`src/verilog/demodPkg.sv`:
```
`default_nettype none

package demodPkg;

    // demodulation mode select.
    // Code 7 is reserved and decodes like AM.
    typedef enum logic [2:0] {
        modeAm    = 3'd0,
        modePm    = 3'd1,
        modeFm    = 3'd2,
        mode2Fsk  = 3'd3,
        modeBpsk  = 3'd4,
        modeQpsk  = 3'd5,
        modeOqpsk = 3'd6
    } demodMode;

    // two's complement I and Q sample words.
    localparam int sampleWidth = 18;

    // binary angle, 256 counts make one full turn.
    localparam int angleWidth = 8;

    localparam int magWidth = 9;     // unsigned magnitude, includes the cordic gain.

endpackage

`default_nettype wire

```
`src/verilog/vectorCordic.sv`:
```
`timescale 1ns/1ps
`default_nettype none

module vectorCordic #(
    parameter int cordicWidth  = 10,
    parameter int cordicStages = 8
) (
    input  logic                                  clk,
    input  logic                                  reset,
    input  logic                                  ena,
    input  logic signed [cordicWidth-1:0]         xIn,
    input  logic signed [cordicWidth-1:0]         yIn,
    output logic        [demodPkg::magWidth-1:0]  mag,
    output logic        [demodPkg::angleWidth-1:0] phase
);

    // two top bits absorb the negation and the cordic gain.
    localparam int guardBits = 2;
    localparam int dataWidth = cordicWidth + 2 + guardBits;

    // angle accumulator at 2^14 counts per turn to match the atan table.
    localparam int accWidth = 14;
    localparam int fracBits = accWidth - demodPkg::angleWidth;

    localparam logic [accWidth-1:0] halfTurn  = {1'b1, {(accWidth-1){1'b0}}};
    localparam logic [accWidth-1:0] roundHalf = accWidth'(1) << (fracBits - 1);

    // atan(2^-i) in 2^-14 turn units.
    function automatic logic [accWidth-1:0] atanLut(input int stage);
        case (stage)
            0:       atanLut = 14'd2048;
            1:       atanLut = 14'd1209;
            2:       atanLut = 14'd639;
            3:       atanLut = 14'd324;
            4:       atanLut = 14'd163;
            5:       atanLut = 14'd81;
            6:       atanLut = 14'd41;
            7:       atanLut = 14'd20;
            8:       atanLut = 14'd10;
            9:       atanLut = 14'd5;
            default: atanLut = '0;
        endcase
    endfunction

    logic signed [dataWidth-1:0] xExt;
    logic signed [dataWidth-1:0] yExt;

    // index 0 is the pre-rotation register and index k+1 the output of stage k.
    logic signed [dataWidth-1:0] xPipe [0:cordicStages];
    logic signed [dataWidth-1:0] yPipe [0:cordicStages-1];
    logic        [accWidth-1:0]  zPipe [0:cordicStages];
    logic        [accWidth-1:0]  zRound;

    assign xExt = {{2{xIn[cordicWidth-1]}}, xIn, {guardBits{1'b0}}};
    assign yExt = {{2{yIn[cordicWidth-1]}}, yIn, {guardBits{1'b0}}};

    // fold the left half plane over so the stages see x >= 0.
    always_ff @(posedge clk) begin
        if (reset) begin
            xPipe[0] <= '0;
            yPipe[0] <= '0;
            zPipe[0] <= '0;
        end else if (ena) begin
            if (xExt[dataWidth-1]) begin
                xPipe[0] <= -xExt;
                yPipe[0] <= -yExt;
                zPipe[0] <= halfTurn;     // start from 180 degrees.
            end else begin
                xPipe[0] <= xExt;
                yPipe[0] <= yExt;
                zPipe[0] <= '0;
            end
        end
    end

    for (genvar k = 0; k < cordicStages; k++) begin : gStage
        localparam logic [accWidth-1:0] stageAtan = atanLut(k);

        logic signed [dataWidth-1:0] yShift;
        logic                        rotDown;

        assign yShift  = yPipe[k] >>> k;
        assign rotDown = ~yPipe[k][dataWidth-1];  // vector on or above the axis.

        always_ff @(posedge clk) begin
            if (reset) begin
                xPipe[k+1] <= '0;
                zPipe[k+1] <= '0;
            end else if (ena) begin
                if (rotDown) begin
                    xPipe[k+1] <= xPipe[k] + yShift;
                    zPipe[k+1] <= zPipe[k] + stageAtan;
                end else begin
                    xPipe[k+1] <= xPipe[k] - yShift;
                    zPipe[k+1] <= zPipe[k] - stageAtan;
                end
            end
        end

        // the last stage has no use for y.
        if (k < cordicStages - 1) begin : gYReg
            logic signed [dataWidth-1:0] xShift;

            assign xShift = xPipe[k] >>> k;

            always_ff @(posedge clk) begin
                if (reset) begin
                    yPipe[k+1] <= '0;
                end else if (ena) begin
                    if (rotDown) begin
                        yPipe[k+1] <= yPipe[k] - xShift;
                    end else begin
                        yPipe[k+1] <= yPipe[k] + xShift;
                    end
                end
            end
        end
    end

    // round the accumulated angle to the output grid with wrap at one turn.
    assign zRound = zPipe[cordicStages] + roundHalf;
    assign phase  = zRound[accWidth-1 -: demodPkg::angleWidth];

    // final x is never negative, so the sign bit is skipped.
    assign mag = xPipe[cordicStages][dataWidth-2 -: demodPkg::magWidth];

endmodule

`default_nettype wire

```
`src/verilog/fmDemod.sv`:
```
`timescale 1ns/1ps
`default_nettype none

module fmDemod (
    input  logic                                clk,
    input  logic                                reset,
    input  logic                                sync,
    input  demodPkg::demodMode                  mode,
    input  logic [demodPkg::angleWidth-1:0]     phase,
    output logic [demodPkg::angleWidth-1:0]     phaseError,
    output logic [demodPkg::angleWidth-1:0]     freq,
    output logic [demodPkg::angleWidth-1:0]     freqError
);

    // one eighth of a turn, the QPSK constellation offset.
    localparam logic [demodPkg::angleWidth-1:0] eighthTurn =
        demodPkg::angleWidth'(1) << (demodPkg::angleWidth - 3);

    logic [demodPkg::angleWidth-1:0] qpskPhase;
    logic [demodPkg::angleWidth-1:0] prevPhase;
    logic [demodPkg::angleWidth-1:0] prevPhaseError;
    logic [demodPkg::angleWidth-1:0] phaseDiff;
    logic [demodPkg::angleWidth-1:0] phaseErrorDiff;

    assign qpskPhase = phase - eighthTurn;    // center the symbols on the axes.

    // carrier phase error, with the modulation stripped by mode.
    always_ff @(posedge clk) begin
        if (reset) begin
            phaseError <= '0;
        end else if (sync) begin
            case (mode)
                demodPkg::modeAm: begin
                    phaseError <= '0;         // no carrier phase to track.
                end
                demodPkg::modePm,
                demodPkg::modeFm,
                demodPkg::mode2Fsk: begin
                    phaseError <= phase;
                end
                demodPkg::modeBpsk: begin
                    // doubling the angle folds the two symbols together.
                    phaseError <= phase << 1;
                end
                demodPkg::modeQpsk,
                demodPkg::modeOqpsk: begin
                    phaseError <= qpskPhase << 2;  // four symbols fold to one.
                end
                default: begin
                    phaseError <= '0;
                end
            endcase
        end
    end

    // differences wrap modulo one turn.
    assign phaseDiff      = phase - prevPhase;
    assign phaseErrorDiff = phaseError - prevPhaseError;

    // instantaneous frequency and frequency error as first differences.
    always_ff @(posedge clk) begin
        if (reset) begin
            freq           <= '0;
            freqError      <= '0;
            prevPhase      <= '0;
            prevPhaseError <= '0;
        end else if (sync) begin
            freq           <= phaseDiff;
            freqError      <= phaseErrorDiff;
            prevPhase      <= phase;
            prevPhaseError <= phaseError;
        end
    end

endmodule

`default_nettype wire

```
`src/verilog/demodTop.sv`:
```
`timescale 1ns/1ps
`default_nettype none

module demodTop #(
    parameter int cordicWidth  = 10,
    parameter int cordicStages = 8
) (
    input  logic                                 clk,
    input  logic                                 reset,
    input  logic                                 sync,
    input  logic [demodPkg::sampleWidth-1:0]     iFm,
    input  logic [demodPkg::sampleWidth-1:0]     qFm,
    input  demodPkg::demodMode                   mode,
    output logic [demodPkg::magWidth-1:0]        mag,
    output logic [demodPkg::angleWidth-1:0]      phase,
    output logic [demodPkg::angleWidth-1:0]      phaseError,
    output logic [demodPkg::angleWidth-1:0]      freq,
    output logic [demodPkg::angleWidth-1:0]      freqError
);

    // polar conversion on the top bits of each sample.
    vectorCordic #(
        .cordicWidth  (cordicWidth),
        .cordicStages (cordicStages)
    ) i_cordic (
        .clk   (clk),
        .reset (reset),
        .ena   (sync),
        .xIn   (iFm[demodPkg::sampleWidth-1 -: cordicWidth]),
        .yIn   (qFm[demodPkg::sampleWidth-1 -: cordicWidth]),
        .mag   (mag),
        .phase (phase)
    );

    // phase error and frequency terms from the cordic angle.
    fmDemod i_demod (
        .clk        (clk),
        .reset      (reset),
        .sync       (sync),
        .mode       (mode),
        .phase      (phase),
        .phaseError (phaseError),
        .freq       (freq),
        .freqError  (freqError)
    );

endmodule

`default_nettype wire

```
`config.mk`:
```
export PLATFORM = sky130hd
export DESIGN_NAME = demodTop
export DESIGN_NICKNAME = d
export VERILOG_FILES = /design/src/verilog/demodPkg.sv /design/src/verilog/vectorCordic.sv /design/src/verilog/fmDemod.sv /design/src/verilog/demodTop.sv
export SDC_FILE = /design/constraint.sdc
export NUM_CORES = 1
export LEC_CHECK = 0
export ABC_AREA = 1
export BUFFER_PORTS_ARGS = -buffer_cell sky130_fd_sc_hd__buf_2
export CAP_MARGIN = 30
export CELL_PAD_IN_SITES_DETAIL_PLACEMENT = 0
export CELL_PAD_IN_SITES_GLOBAL_PLACEMENT = 1
export CORE_MARGIN = 4
export CORE_UTILIZATION = 48
export CTS_BUF_LIST = sky130_fd_sc_hd__clkbuf_4 sky130_fd_sc_hd__clkbuf_8
export CTS_CLUSTER_DIAMETER = 100
export DETAILED_ROUTE_END_ITERATION = 8
export PLACE_DENSITY = 0.94
export SLEW_MARGIN = 20
export SYNTH_ARGS = -nofsm -noshare
export SYNTH_HDL_FRONTEND = slang
export SYNTH_SLANG_ARGS = --single-unit
```
`constraint.sdc`:
```
create_clock -name clk -period 3.4 [get_ports clk]
set_input_delay 0.34 -clock clk [delete_from_list [all_inputs] [get_ports clk]]
set_output_delay 0.34 -clock clk [all_outputs]
set_load 0.01 [all_outputs]
```
# After elaboration in Yosys (flattened, before gate mapping)
# Memory sizes are Yosys's and may differ from the RTL's.
# Index checks and enable logic that the tools add are counted.
# word_totals
ram_bits	364
regBits	40
out_inout_bits	41
wordCells	246
input_bits	42
memories	3
# mem_list
name	words	word_bits	rd	rd_clocked_by_memory_dff	write_ports	line	source
i_cordic.xPipe	9	14	9	0	9	vectorCordic.sv:49	logic signed [dataWidth-1:0] xPipe [0:cordicStages];
i_cordic.zPipe	9	14	9	0	9	vectorCordic.sv:51	logic [accWidth-1:0] zPipe [0:cordicStages];
i_cordic.yPipe	8	14	8	0	8	vectorCordic.sv:50	logic signed [dataWidth-1:0] yPipe [0:cordicStages-1];
# classes
eq_ne	6
reduce_logical	2
n_bitwise	52
n_mux	127
add_sub_neg	51
# ops
cell	n
2-to-1 mux 14 bit	52
2-to-1 mux 1 bit	74
OR 1 bit	52
adder 14 x 10 -> 14 bit	2
adder 14 x 11 -> 14 bit	2
adder 14 x 12 -> 14 bit	2
adder 14 x 13 -> 14 bit	2
adder 14 x 6 -> 14 bit (second input constant)	2
adder 14 x 8 -> 14 bit	2
adder 14 x 9 -> 14 bit	2
negation 12 -> 14 bit	2
subtractor 14 x 10 -> 14 bit	2
subtractor 14 x 11 -> 14 bit	2
subtractor 14 x 12 -> 14 bit	2
subtractor 14 x 13 -> 14 bit	2
subtractor 14 bit	2
subtractor 14 x 8 -> 14 bit	2
subtractor 14 x 9 -> 14 bit	2
one-hot mux 8 bit (3 select lines)	1
subtractor 8 bit	2
adder 14 x 10 -> 14 bit (second input constant)	1
adder 14 x 11 -> 14 bit (second input constant)	1
adder 14 x 12 -> 14 bit (second input constant)	1
adder 14 bit	1
20 further kinds	23

# Logic depth before layout (Yosys ltp)
# An unclocked memory read counts as a cell.
# logic_depth
depth_word	7
depth_mapped	17
depth_no_buf	17

# By module
# Synthesis repeated with hierarchy kept, for this count alone.
# unflattened
hier_cells	5502
area_unflattened_um2	36191.0
# by_module_without_submodules
mod	cells_each	instances	seq_area_each_um2	area_per_inst_um2
vectorCordic	5178	1	9038.7	33922.5
fmDemod	324	1	800.8	2268.4

# Worst setup path before layout
# Ideal clock, no wire load.
# synth_path
path_type	register to register
start	memory i_cordic.yPipe[0][55] in the netlist's numbering
end	memory i_cordic.yPipe[1][8] in the netlist's numbering, data pin
period_less_slack_ps	2597
path_buffers	1
setup_time_ps	253
path_stages_with_launch	14
path_slack_ps	803
arrival_time_ps	2344
required_ps	3147
path_cell_list	edfxtp_1 > inv_2 > nor2_2 > inv_2 > clkbuf_1 > nand2_1 > o21ai_0 > fa_1 > nand3_1 > nand2_1 > a21boi_0 > o21ai_0 > nor2_1 > nor2_1
# synth_rtl
element	line
from (decl)	vectorCordic.sv:50

==> results.sh <==
export IMPL_status="finished clean"
export IMPL_cts_tree="yes"
export IMPL_cp_data_arrival_time_ns=3.35
export IMPL_avgSynthCellArea_um2=6.78
export IMPL_slew_viol_final=0
export IMPL_hold_class="primary input to register"
export IMPL_post_cts_setup_buffer_count=0
export IMPL_core_um2=71500
export IMPL_hold_viol_final=0
export IMPL_maxCapViolations=0
export IMPL_grt_start_max_net_pins=44
export IMPL_htree_levels=2
export IMPL_period_share=0.865
export IMPL_cts_root_buffer="clkbuf_8"
export IMPL_cp_top_family="simple AND/OR/NAND/NOR gates"
export IMPL_synth_largest_area_cell="edfxtp_1"
export IMPL_critical_path_class="register to register"
export IMPL_path_cells="nand2_1 -> inv_2 -> or2_1 -> xnor2_1 -> inv_1 -> ha_1 -> nand2_1 -> o21ai_0 -> nand3_1 -> nand2_1 -> nand2_1 -> nand2_1 -> nor2_1"
export IMPL_syn_area_um2=34700
export IMPL_grt_pass1_wl_mm=154
export IMPL_cp_start_kind="register"
export IMPL_fp_row_count=98
export IMPL_fillers=7098
export IMPL_clkPwrFrac=0.210
export IMPL_grt_usage=0.237
export IMPL_fin_setup_tns_ns=0
export IMPL_power_density_nw_per_um2=546
export IMPL_chipHeight_um=277
export IMPL_syn2layout_area_growth_pct=7.61
export IMPL_max_freq_mhz=340
export IMPL_insertion_delay_ns=0.67
export IMPL_yosys_area_top_type_share=0.261
export IMPL_cts_resized=0
export IMPL_die_w_um=277
export IMPL_yosysSeqAreaShare=0.284
export IMPL_drt_total_wl_mm=94.9
export IMPL_detailedRoute_firstPassIterationCount=7
export IMPL_finalSetupViolations=0
export IMPL_power_switching_mw=9.24
export IMPL_seqPwrFrac=0.299
export IMPL_p_int_mw=11.1
export IMPL_worst_pin_slew_ns=0.784
export IMPL_antenna_found_initial=1
export IMPL_dp_cells=6011
export IMPL_fin_cells=6135
export IMPL_swShare=0.454
export IMPL_drc_errors=0
export IMPL_drtIter0Drc=2473
export IMPL_ys_ff_latch=341
export IMPL_fin_nets=5578
export IMPL_postRouteAntennaNets=0
export IMPL_numPortBuffers=66
export IMPL_ioPinCount=83
export IMPL_routedWlPerCell_um=15.5
export IMPL_grt_overflow_total=0
export IMPL_clockBufferDepth=3
export IMPL_initial_core_util=0.485
export IMPL_gp_congestion=0.934
export IMPL_holdBufCountCts=8
export IMPL_syn_instance_count=5108
export IMPL_worst_path_stages=13
export IMPL_rsz0062_at_grt="false"
export IMPL_viasPerCell=5.37
export IMPL_slowest_delay_ns=0.52
export IMPL_synthTopCellsByArea="edfxtp_1 (26%), nand2_1 (14%), ha_1 (14%), inv_1 (8.3%), nand3_1 (6.8%)"
export IMPL_dieArea_um2=76600
export IMPL_holdPathStages=3
export IMPL_ff2ff_path_depth=13
export IMPL_drive_gt1_frac=0.0459
export IMPL_crit_path_end_kind="register"
export IMPL_pwr_share_comb=0.491
export IMPL_ys_types=51
export IMPL_path_clk_slew_ns=0.07
export IMPL_grt_pass1_vias=30200
export IMPL_worstPathMaxFanout=13
export IMPL_vdd_ir_drop_max_v=0.000384
export IMPL_worstPathRequired_ns=3.81
export IMPL_period_needed_ns=2.94
export IMPL_slowest_stage="edfxtp_1"
export IMPL_leakage_nw=18.6
export IMPL_via_count=33000
export IMPL_hpwl_mm=74.7
export IMPL_cp_common_cell="nand2_1"
export IMPL_path_buf_inv=2
export IMPL_yosys_warnings=0
export IMPL_slew_headroom=0.476
export IMPL_skew_ns=0.0302
export IMPL_cts_buffers=61
export IMPL_cts_num_sinks=341
-- per-stage QoR --
stage                     total power [mW]  utilization  area [um2]  worst slack, ns  hold WS (ns)
after floorplan                       13.5            -       34700            0.803         0.433
final                                 20.3        0.522       37300            0.460        0.0765
after detailed placement              16.0        0.501       35800            0.397         0.455
after CTS                             20.3        0.521       37200            0.513        0.0144
after global placement                15.8        0.500       35800            0.439         0.448
after global routing                  22.1        0.522       37300            0.297        0.0620
-- cells in the mapped netlist (all sizes together) --
| library cell | instances |
|---|---|
| o31ai | 16 |
| o21a | 15 |
| nand3b | 13 |
| conb | 1 |
| nor3 | 61 |
| buf | 73 |
| nand4 | 78 |
| o32ai | 14 |
| nor2 | 499 |
| nand3 | 470 |
| o22ai | 35 |
| a221oi | 2 |
| a211oi | 1 |
| a32o | 7 |
| a31oi | 33 |
| a21boi | 6 |
| o211ai | 4 |
| clkinv | 1 |
| o211a | 1 |
| inv | 779 |
| a21oi | 348 |
| and2 | 14 |
| a22o | 1 |
| nand2b | 2 |
| nor4 | 3 |
| a21o | 16 |
| fa | 24 |
| xor2 | 68 |
| o2bb2ai | 1 |
| xnor2 | 20 |
| clkbuf | 72 |
| edfxtp | 301 |
| and3 | 1 |
| dfxtp | 40 |
| o21ai | 352 |
| nand2 | 1301 |
| or2 | 4 |
| a31o | 6 |
| ha | 377 |
| o21bai | 48 |
-- layer usage --
| metal | GRT usage | routed length [um] |
|---|---|---|
| met1 | 0.312 | 42500 |
| met2 | 0.419 | 46000 |
| met3 | 0.0223 | 4260 |
| met4 | 0.0607 | 2170 |
| met5 | 0 | 0 |
-- power groups by stage --
stage                     clock, mW  combinational, mW  sequential [mW]
after floorplan                   0               7.62             5.83
after global placement            0               9.70             6.14
after detailed placement          0               9.79             6.16
after CTS                      4.37               9.86             6.08
after global routing           4.57               11.4             6.14
final                          4.28               9.99             6.08
-- final timing paths --
kind	slack [ns]	from	to
hold / removal	0.08	qFm[13]	i_cordic.yPipe[0][7]$_DFFE_PP_
setup / recovery	0.46	i_cordic.yPipe[1][55]$_DFFE_PP_	i_cordic.xPipe[8][12]$_SDFFCE_PN0P_
hold reg to reg	0.46	i_demod.prevPhaseError[5]$_SDFFE_PP0P_	i_demod.prevPhaseError[5]$_SDFFE_PP0P_
setup reg to reg	0.46	i_cordic.yPipe[1][55]$_DFFE_PP_	i_cordic.xPipe[8][12]$_SDFFCE_PN0P_
-- cell type report --
class	instances	area [um2]	share of cell area
Clock inverter	42	432	0.0116
Inverter	780	2930	0.0785
Timing Repair Buffer	108	759	0.0204
Sequential cell	341	9840	0.264
Clock buffer	70	907	0.0243
Antenna cell	1	2.50	0.0000671
Multi-Input combinational cell	3843	21200	0.569
Tap cell	950	1190	0.0319
-- registers in the layout (all words and copies together) (netlist names) --
signal,cells
i_cordic.yPipe,100
i_demod.phaseError,8
i_demod.freqError,8
i_cordic.zPipe,86
i_demod.prevPhaseError,8
i_demod.prevPhase,8
i_demod.freq,8
i_cordic.xPipe,115
-- kinds of logic (layout without fill, tap and decap cells) --
logic type	after synthesis	count (layout)	share of synthesized area
compound gates	906	906	0.145
xor+xnor	88	88	0.0222
fa+ha+maj	401	401	0.150
buf+inv	925	1000	0.104
flops	341	341	0.284
other cells	1	3	0.000108
simple gates	2446	2446	0.295
-- placed cells by master (no fill, tap or decap), types with 5 or more instances in the layout --
| master | n |
|---|---|
| a32o_1 | 7 |
| a21oi_1 | 348 |
| dfxtp_1 | 40 |
| nor2_2 | 10 |
| nand3b_1 | 13 |
| dlygate4sd3_1 | 8 |
| a31o_2 | 6 |
| nand2_1 | 1297 |
| a21o_1 | 16 |
| nor2_1 | 482 |
| o21ai_0 | 348 |
| inv_2 | 12 |
| xnor2_1 | 20 |
| buf_12 | 5 |
| o22ai_1 | 35 |
| buf_4 | 26 |
| xor2_1 | 68 |
| fa_1 | 24 |
| a21boi_0 | 6 |
| clkbuf_8 | 61 |
| nor2_4 | 7 |
| a31oi_1 | 33 |
| edfxtp_1 | 301 |
| nand3_1 | 470 |
| bufinv_16 | 9 |
| ha_1 | 377 |
| o21bai_1 | 48 |
| clkinv_2 | 12 |
| clkinv_1 | 17 |
| o31ai_1 | 16 |
| clkbuf_4 | 9 |
| and2_1 | 14 |
| buf_2 | 66 |
| inv_1 | 767 |
| o21a_1 | 15 |
| nand4_1 | 78 |
| nor3_1 | 61 |
| o32ai_1 | 14 |
-- worst min-delay path: stages --
cell and delay [ns]:
buf_2 0.09, inv_1 0.06, a21oi_1 0.14
No activity file was read; power rests on OpenSTA's default activity.
